[config.mk]
export PLATFORM = sky130hd
export DESIGN_NAME = proc
export DESIGN_NICKNAME = d
export VERILOG_FILES = /design/src/procPkg.sv /design/src/control.sv /design/src/dataMemory.sv /design/src/decode.sv /design/src/execute.sv /design/src/fetch.sv /design/src/proc.sv
export SDC_FILE = /design/constraint.sdc
export NUM_CORES = 2
export LEC_CHECK = 0
export ABC_AREA = 1
export BUFFER_PORTS_ARGS = -buffer_cell sky130_fd_sc_hd__buf_2
export CAP_MARGIN = 5
export CORE_MARGIN = 4
export CORE_UTILIZATION = 40
export DETAILED_ROUTE_END_ITERATION = 8
export GPL_ROUTABILITY_DRIVEN = 0
export GPL_TIMING_DRIVEN = 0
export PLACE_DENSITY_LB_ADDON = 0.12
export SLEW_MARGIN = 20
export SYNTH_ARGS = -nofsm -noshare
export SYNTH_HDL_FRONTEND = slang
export SYNTH_SLANG_ARGS = --single-unit
[constraint.sdc]
create_clock -name clk -period 15.04 [get_ports clk]
set_input_delay 3.008 -clock clk [delete_from_list [all_inputs] [get_ports clk]]
set_output_delay 3.008 -clock clk [all_outputs]
set_load 0.005 [all_outputs]
[src/procPkg.sv]
//######################################
// Shared definitions for the 16-bit core
// Opcodes, function codes, instruction
// word views and the run-state type
//######################################
package procPkg;

   // Machine word size
   localparam int dataWidth = 16;

   // Major opcodes, anything not listed is illegal
   typedef enum logic [4:0] {
      HALT  = 5'd0,
      NOP   = 5'd1,
      RTYPE = 5'd2,
      ADDI  = 5'd3,
      SUBI  = 5'd4,
      XORI  = 5'd5,
      ANDNI = 5'd6,
      LD    = 5'd7,
      ST    = 5'd8,
      BEQZ  = 5'd9,
      BNEZ  = 5'd10
   } opcode_t;

   // R-format function field, ANDN is rs & ~rt
   typedef enum logic [1:0] {
      ADD  = 2'd0,
      SUB  = 2'd1,
      XOR  = 2'd2,
      ANDN = 2'd3
   } func_t;

   // ALU select shares the function encoding
   typedef func_t aluOp_t;

   // Register-register view
   typedef struct packed {
      opcode_t    opcode;
      logic [2:0] rs;
      logic [2:0] rt;
      logic [2:0] rd;
      func_t      func;
   } instrR_t;

   // Immediate view, rd is the data register for ST
   typedef struct packed {
      opcode_t    opcode;
      logic [2:0] rs;
      logic [2:0] rd;
      logic [4:0] imm;
   } instrI_t;

   // Same 16 bits, decoded both ways
   typedef union packed {
      instrR_t r;
      instrI_t i;
   } instr_u;

   typedef enum logic [1:0] {
      IDLE = 2'd0,
      RUN  = 2'd1,
      DONE = 2'd2
   } runState_t;

endpackage

[src/control.sv]
//######################################
// Control unit of the 16-bit core
// Run handshake FSM, program-load gating
// and opcode decode into control lines
//######################################
`timescale 1ns/1ps

module control (
   input  logic            clk,
   input  logic            rst,
   input  logic            req,
   output logic            ack,
   output logic            err,
   input  logic            progWrite,
   output logic            imemWrEn,
   input  procPkg::instr_u instr,
   output logic            running,
   output logic            regWrite,
   output logic            aluSrc,
   output logic            immSigned,
   output logic            memWrite,
   output logic            memToReg,
   output logic            branchZero,
   output logic            branchNonZero,
   output procPkg::aluOp_t aluOp,
   output logic            pcClear
);
   import procPkg::*;

   runState_t state;
   logic      errFlag;
   logic      halt;
   logic      illegal;

   assign running  = (state == RUN);
   // PC restarts at 0 on the edge that enters RUN
   assign pcClear  = (state == IDLE) && req;
   // Program loads only while idle
   assign imemWrEn = (state == IDLE) && progWrite;
   assign ack      = (state == DONE);
   // Only ever set while in DONE
   assign err      = errFlag;

   // Opcode decode, every line quiet unless running
   always_comb
   begin
      regWrite      = 1'b0;
      aluSrc        = 1'b0;
      immSigned     = 1'b0;
      memWrite      = 1'b0;
      memToReg      = 1'b0;
      branchZero    = 1'b0;
      branchNonZero = 1'b0;
      aluOp         = ADD;
      halt          = 1'b0;
      illegal       = 1'b0;
      if (running)
      begin
         case (instr.r.opcode)
            HALT:  halt = 1'b1;
            // Retires with no side effect
            NOP:   ;
            RTYPE:
            begin
               regWrite = 1'b1;
               aluOp    = instr.r.func;
            end
            ADDI, SUBI:
            begin
               regWrite  = 1'b1;
               aluSrc    = 1'b1;
               immSigned = 1'b1;
               aluOp     = (instr.r.opcode == ADDI) ? ADD : SUB;
            end
            XORI, ANDNI:
            begin
               regWrite = 1'b1;
               aluSrc   = 1'b1;
               aluOp    = (instr.r.opcode == XORI) ? XOR : ANDN;
            end
            // Address is rs plus signed offset
            LD:
            begin
               regWrite  = 1'b1;
               aluSrc    = 1'b1;
               immSigned = 1'b1;
               memToReg  = 1'b1;
            end
            ST:
            begin
               aluSrc    = 1'b1;
               immSigned = 1'b1;
               memWrite  = 1'b1;
            end
            BEQZ:    branchZero    = 1'b1;
            BNEZ:    branchNonZero = 1'b1;
            default: illegal       = 1'b1;
         endcase
      end
   end

   // Run-state FSM
   always_ff @(posedge clk)
   begin
      if (rst)
      begin
         state   <= IDLE;
         errFlag <= 1'b0;
      end
      else
      begin
         case (state)
            IDLE:
            begin
               if (req)
                  state <= RUN;
            end
            RUN:
            begin
               // Stop after HALT or a bad opcode retires
               if (halt || illegal)
               begin
                  state   <= DONE;
                  errFlag <= illegal;
               end
            end
            DONE:
            begin
               if (!req)
               begin
                  state   <= IDLE;
                  errFlag <= 1'b0;
               end
            end
            default: state <= IDLE;
         endcase
      end
   end

endmodule

[src/dataMemory.sv]
//######################################
// Data memory and write-back select
// Sync write, async read
//######################################
`timescale 1ns/1ps

module dataMemory #(
   parameter int dmemWords = 32
) (
   input  logic                          clk,
   input  logic                          rst,
   input  logic [procPkg::dataWidth-1:0] aluOut,
   input  logic [procPkg::dataWidth-1:0] storeData,
   input  logic                          memWrite,
   input  logic                          memToReg,
   output logic [procPkg::dataWidth-1:0] writeData
);
   import procPkg::*;

   localparam int dmemAddrBits = $clog2(dmemWords);

   logic [dataWidth-1:0]    dmem [dmemWords];
   logic [dmemAddrBits-1:0] addr;
   logic [dataWidth-1:0]    loadData;

   // Address wraps modulo the depth
   assign addr = aluOut[dmemAddrBits-1:0];

   // Cleared on reset, survives between runs
   always_ff @(posedge clk)
   begin
      if (rst)
      begin
         for (int k = 0; k < dmemWords; k++)
            dmem[k] <= '0;
      end
      else if (memWrite)
      begin
         dmem[addr] <= storeData;
      end
   end

   assign loadData = dmem[addr];

   // LD writes back memory, everything else the ALU
   assign writeData = memToReg ? loadData : aluOut;

endmodule

[src/decode.sv]
//######################################
// Decode stage
// Eight-entry register file, operand
// select and immediate extension
//######################################
`timescale 1ns/1ps

module decode (
   input  logic                          clk,
   input  logic                          rst,
   input  procPkg::instr_u               instr,
   input  logic                          regWrite,
   input  logic                          immSigned,
   input  logic [procPkg::dataWidth-1:0] writeData,
   output logic [procPkg::dataWidth-1:0] readData1,
   output logic [procPkg::dataWidth-1:0] readData2,
   output logic [procPkg::dataWidth-1:0] immExt,
   output logic [2:0]                    writeAddr
);
   import procPkg::*;

   logic [dataWidth-1:0] regs [8];
   logic                 isRtype;

   assign isRtype = (instr.r.opcode == RTYPE);

   // rd sits in different bits per view
   assign writeAddr = isRtype ? instr.r.rd : instr.i.rd;

   // Register file, cleared on reset and kept across runs
   always_ff @(posedge clk)
   begin
      if (rst)
      begin
         for (int k = 0; k < 8; k++)
            regs[k] <= '0;
      end
      else if (regWrite)
      begin
         regs[writeAddr] <= writeData;
      end
   end

   // Port 1 is always rs
   assign readData1 = regs[instr.r.rs];
   // Port 2 is rt, same bits as the I-format rd (ST data)
   assign readData2 = regs[instr.r.rt];

   // imm is 5 bits, widen to a full word
   always_comb
   begin
      if (immSigned)
         immExt = {{(dataWidth - 5){instr.i.imm[4]}}, instr.i.imm};
      else
         immExt = {{(dataWidth - 5){1'b0}}, instr.i.imm};
   end

endmodule

[src/execute.sv]
//######################################
// Execute stage
// ALU on register or immediate operand,
// branch condition and next-PC select
//######################################
`timescale 1ns/1ps

module execute (
   input  procPkg::instr_u               instr,
   input  logic [procPkg::dataWidth-1:0] pc,
   input  logic [procPkg::dataWidth-1:0] readData1,
   input  logic [procPkg::dataWidth-1:0] readData2,
   input  logic [procPkg::dataWidth-1:0] immExt,
   input  logic                          aluSrc,
   input  procPkg::aluOp_t               aluOp,
   input  logic                          branchZero,
   input  logic                          branchNonZero,
   output logic [procPkg::dataWidth-1:0] aluOut,
   output logic [procPkg::dataWidth-1:0] nextPc
);
   import procPkg::*;

   logic [dataWidth-1:0] operandB;
   logic [dataWidth-1:0] pcInc;
   logic [dataWidth-1:0] branchOffset;
   logic [dataWidth-1:0] branchTarget;
   logic                 rsZero;
   logic                 taken;

   // Second operand: register or extended imm
   assign operandB = aluSrc ? immExt : readData2;

   // LD/ST address also comes out of the ADD path
   always_comb
   begin
      case (aluOp)
         ADD:     aluOut = readData1 + operandB;
         SUB:     aluOut = readData1 - operandB;
         XOR:     aluOut = readData1 ^ operandB;
         ANDN:    aluOut = readData1 & ~operandB;
         default: aluOut = '0;
      endcase
   end

   assign pcInc = pc + 1'b1;

   // Branch offset always signed, independent of immSigned
   assign branchOffset = {{(dataWidth - 5){instr.i.imm[4]}}, instr.i.imm};
   assign branchTarget = pcInc + branchOffset;

   // Condition tests rs only
   assign rsZero = (readData1 == '0);
   assign taken  = (branchZero && rsZero) || (branchNonZero && !rsZero);

   assign nextPc = taken ? branchTarget : pcInc;

endmodule

[src/fetch.sv]
//######################################
// Fetch stage
// PC register and instruction memory
// with its program-load write port
//######################################
`timescale 1ns/1ps

module fetch #(
   parameter int imemWords = 64
) (
   input  logic                         clk,
   input  logic                         rst,
   input  logic                         imemWrEn,
   input  logic [$clog2(imemWords)-1:0] progAddr,
   input  logic [procPkg::dataWidth-1:0] progData,
   input  logic                         pcClear,
   input  logic                         running,
   input  logic [procPkg::dataWidth-1:0] nextPc,
   output logic [procPkg::dataWidth-1:0] pc,
   output procPkg::instr_u              instr
);
   import procPkg::*;

   localparam int imemAddrBits = $clog2(imemWords);

   logic [dataWidth-1:0] imem [imemWords];

   // Program load port
   always_ff @(posedge clk)
   begin
      if (imemWrEn)
         imem[progAddr] <= progData;
   end

   // PC advances once per running cycle
   always_ff @(posedge clk)
   begin
      if (rst)
         pc <= '0;
      else if (pcClear)
         pc <= '0;
      else if (running)
         pc <= nextPc;
   end

   // Async read, address wraps at the depth
   assign instr = imem[pc[imemAddrBits-1:0]];

endmodule

[src/proc.sv]
//######################################
// Single-cycle 16-bit core, top level
// Control plus fetch, decode, execute
// and data memory, with retire trace
//######################################
`timescale 1ns/1ps

module proc #(
   parameter int imemWords = 64,
   parameter int dmemWords = 32
) (
   input  logic                          clk,
   input  logic                          rst,
   input  logic                          req,
   input  logic                          progWrite,
   input  logic [$clog2(imemWords)-1:0]  progAddr,
   input  logic [procPkg::dataWidth-1:0] progData,
   output logic                          ack,
   output logic                          err,
   output logic                          retireValid,
   output logic [procPkg::dataWidth-1:0] retirePc,
   output logic                          retireWrEn,
   output logic [2:0]                    retireWrAddr,
   output logic [procPkg::dataWidth-1:0] retireWrData
);
   import procPkg::*;

   // Fetch outputs
   instr_u               instr;
   logic [dataWidth-1:0] pc;

   // Control lines
   logic   imemWrEn;
   logic   running;
   logic   regWrite;
   logic   aluSrc;
   logic   immSigned;
   logic   memWrite;
   logic   memToReg;
   logic   branchZero;
   logic   branchNonZero;
   logic   pcClear;
   aluOp_t aluOp;

   // Datapath
   logic [dataWidth-1:0] readData1;
   logic [dataWidth-1:0] readData2;
   logic [dataWidth-1:0] immExt;
   logic [2:0]           writeAddr;
   logic [dataWidth-1:0] aluOut;
   logic [dataWidth-1:0] nextPc;
   logic [dataWidth-1:0] writeData;

   control i_control (
      .clk(clk), .rst(rst), .req(req), .ack(ack), .err(err),
      .progWrite(progWrite), .imemWrEn(imemWrEn), .instr(instr),
      .running(running), .regWrite(regWrite), .aluSrc(aluSrc),
      .immSigned(immSigned), .memWrite(memWrite), .memToReg(memToReg),
      .branchZero(branchZero), .branchNonZero(branchNonZero),
      .aluOp(aluOp), .pcClear(pcClear)
   );

   fetch #(.imemWords(imemWords)) i_fetch (
      .clk(clk), .rst(rst), .imemWrEn(imemWrEn), .progAddr(progAddr),
      .progData(progData), .pcClear(pcClear), .running(running),
      .nextPc(nextPc), .pc(pc), .instr(instr)
   );

   decode i_decode (
      .clk(clk), .rst(rst), .instr(instr), .regWrite(regWrite),
      .immSigned(immSigned), .writeData(writeData),
      .readData1(readData1), .readData2(readData2),
      .immExt(immExt), .writeAddr(writeAddr)
   );

   execute i_execute (
      .instr(instr), .pc(pc), .readData1(readData1), .readData2(readData2),
      .immExt(immExt), .aluSrc(aluSrc), .aluOp(aluOp),
      .branchZero(branchZero), .branchNonZero(branchNonZero),
      .aluOut(aluOut), .nextPc(nextPc)
   );

   // ST data comes from read port 2
   dataMemory #(.dmemWords(dmemWords)) i_dataMemory (
      .clk(clk), .rst(rst), .aluOut(aluOut), .storeData(readData2),
      .memWrite(memWrite), .memToReg(memToReg), .writeData(writeData)
   );

   // Retire trace, one entry per running cycle
   assign retireValid  = running;
   assign retireWrEn   = regWrite && running;
   assign retirePc     = pc;
   assign retireWrAddr = writeAddr;
   assign retireWrData = writeData;

endmodule

==> summary.txt <==
Drt
  – Post-route ant nets: 0
  – Starting DRT DRC Count: 8708
  – Avg WL per Cell: 30.2 µm
  – Via-per-instance ratio: 5.78
  – DR vias: between 60000 and 70000
  – # DRC: 0
  – DR pass1 iterations: 8
  – Final WL: 320000 µm

GRT
  – Overflow after GRT: 0
  – Largest net degree at the start of global routing: 65
  – Met3 GRT Util: 6.31%
  – Met1 Use GR: 41.0%
  – First-pass GRT wire length: ~440000 µm
  – Gr usage total: a little under a third
  – GR met2 Demand/Resource: about 50%
  – Number of antenna violations at the first check in global routing: 13
  – Vias in the first global route: approximately 57000
  – Busiest grt layer: met2

Floorplan
  – I/O pin cnt: 65
  – Die area: 0.198 mm²
  – Row count: 160
  – CORE AREA: 0.190 mm²
  – Die Y: 445 µm
  – Starting Density: roughly two fifths
  – Die W: between 400 and 500 µm

Pwr
  – Switching share of power: 48.3%
  – LEAKAGE: around 34 nW
  – Pint: 9.25 mW
  – Clock network power share: between 20 and 25%
  – Pwr Total: 17.9 mW
  – Combinational share of power: 45.7%
  – Pwr Density: between 200 and 250 mW/mm²
  – Sw Pwr: a little under 9 mW
  – Peak supply drop: approximately 490 µV
  – Flop pwr share: 29.5%

Timing
  – Final Max Slew Viols: 0
  – Setup TNS: 0 ps
  – Clock skew: 73.1 ps
  – F_max: roughly 0.073 GHz
  – Finish-stage setup viols: 0
  – Minimum clock period: between 10000 and 15000 ps
  – Crit share post-route: about nine tenths
  – Worst rel slew slack: about 15%
  – Final Hold Viols: 0
  – RSZ-0062 raised after global routing: no
  – Worst slew pin tran: 1280 ps

Setup path
  – Cell mode on critical path: nand2_1
  – CP max FO: 10
  – Worst Path Arrival: around 11000 ps
  – Worst-case reg-to-reg path depth: 37
  – Critical path class: flip-flop to output pin
  – CP required: around 12000 ps
  – Crit start category: flip-flop
  – Slowest cell on crit path: clkbuf_1
  – Worst Setup End Kind: output pin
  – Delay of the slowest critical-path stage: slightly below 700 ps

Logic synthesis
  – Post-Syn Area: 0.0763 mm²
  – Synthesized net count: about 7700
  – Mapped Cells: 7587
  – Ys async rst share: 0%
  – Netlist cell types: 50
  – Main flop type after synthesis: edfxtp_1
  – Synth Register Bits: between 1500 and 2000
  – Post-synth EDFFs: approximately 1700
  – Register area share after synthesis: ~66%
  – Post-Syn Area per Cell: just over 10 µm²
  – Yosys warns: 0

Clocking
  – Clock transition at path regs: 60 ps
  – # hold bufs at CTS: 0
  – Number of H-tree levels: 4
  – Clk sinks: ~1700
  – Clock Latency Late Sink: between 800 and 900 ps
  – Number of setup buffers added after CTS: 0
  – Resized cells post-CTS: 0
  – Clock buffer depth: 3
  – CTS tree: done
  – Num CTS Buffers: ~180
  – Clk root buf: clkbuf_16

Worst hold path
  – Min-Delay Path Depth: 2
  – Worst Hold Class: flip-flop to flip-flop

Cells and area
  – Final Util: 46.3%
  – Share of cells above drive strength 1: 9.56%
  – Most common cell after layout, fill and taps aside: nand2_1
  – Fin nets: approximately 8000
  – Commonest cells after routing, fill and taps aside: nand2_1 (2452), edfxtp_1 (1664), nor2_1 (1008)
  – Finished Layout Cells: roughly 11000
  – Fin area: 0.0880 mm²
  – Area growth from synthesis to layout: 15.4%
  – Fill cells: about 18000

Outcome
  – Status: completed

Placed design
  – HPWL Detailed: 217000 µm
  – DP Cell Count: around 10000
  – IO buf count: 64
  – DP Area: slightly above 0.08 mm²

Run
  – Max-cap violations: 0
[kinds of logic after synthesis]
logic type | synth area share [%]
flops | 66.1
buf+inv | 4.33
compound gates | 4.88
simple gates | 23.3
fa+ha+maj | 0.839
xor+xnor | 0.551
[synthesized netlist by cell type, types with 3 or more instances]
cell type	count	area share (%)
a21o_1	3	0.030
a21oi_1	125	0.82
a221o_1	6	0.079
a31oi_1	5	0.041
a32o_1	8	0.10
buf_1	29	0.14
buf_2	209	1.4
buf_4	44	0.43
buf_6	11	0.16
clkbuf_1	178	0.88
clkinv_1	3	0.015
dfxtp_1	25	0.66
edfxtp_1	1664	65
ha_1	48	0.79
inv_1	261	1.3
inv_2	8	0.039
nand2_1	2453	12
nand2_2	17	0.14
nand3_1	778	5.1
nand3_2	4	0.052
nand3b_1	18	0.18
nand4_1	11	0.090
nor2_1	1074	5.3
nor2_2	5	0.041
nor2_4	6	0.089
nor3_1	16	0.10
nor3_4	4	0.085
o2111ai_1	4	0.046
o211ai_1	21	0.21
o21a_1	3	0.030
o21ai_0	331	2.2
o21ai_1	12	0.079
o21bai_1	3	0.030
o221ai_1	8	0.092
o22ai_1	127	1.0
xnor2_1	8	0.092
xor2_1	40	0.46
[metal layers]
layer | up-vias | part of all wire, % | wire (µm)
met5 | - | 0.022 | 70
met4 | 10 | 6.3 | 20000
met3 | 855 | 10 | 32100
met2 | 3614 | 46 | 146000
met1 | 30300 | 38 | 122000
li1 | 26500 | - | -
[final timing paths]
check	start	slack, ps	end
max	flip-flop	1400	retireWrData[14]
min	i_control.err	510	i_control.err
max reg2reg	flip-flop	4910	i_dataMemory.dmem[20][14]
min reg2reg	i_control.err	510	i_control.err
[layout make-up]
type | count | area, µm² | area share [%]
Sequential cell | 1689 | 50500 | 57.3
Multi-Input combinational cell | 5154 | 23000 | 26.2
Clock buffer | 235 | 4840 | 5.50
Tap cell | 2511 | 3140 | 3.57
Buffer | 471 | 2280 | 2.59
Timing Repair Buffer | 145 | 2280 | 2.59
Inverter | 273 | 1030 | 1.17
Clock inverter | 100 | 943 | 1.07
Antenna cell | 8 | 20.0 | 0.0227
[power by group through the flow]
stage	registers, mW	logic [mW]	clock network (mW)
2_1_floorplan	5.36	3.86	0
3_3_place_gp	5.37	7.73	0
3_5_place_dp	5.37	7.76	0
4_1_cts	5.28	7.79	4.46
5_1_grt	5.28	8.34	4.66
6_report	5.28	8.17	4.45
[sequential cells by signal, summed over array words and instances (netlist names), named ones only]
name,flops
i_control.err,1
i_control.state,2
i_dataMemory.dmem,512
i_decode.regs,128
i_fetch.imem,1024
i_fetch.pc,16
[critical path, delay by kind of cell (launching register included)]
kind                       cells  cell delay, ps
buffers and inverters         12            3660
and+or+nand+nor               19            3980
xor gates and xnor gates       1             140
AOI/OAI and AO/OA              6            1110
adders and majority gates      2             560
DFF                            1             300
[through the flow]
| step | setup WS, ps | hold WS, ps |
|---|---|---|
| after floorplan | 6680 | 460 |
| after global placement | 2430 | 511 |
| after detailed placement | 2430 | 512 |
| after CTS | 1500 | 520 |
| after global routing | 1190 | 569 |
| final | 1400 | 514 |
Power figures use the tool's default switching activity.
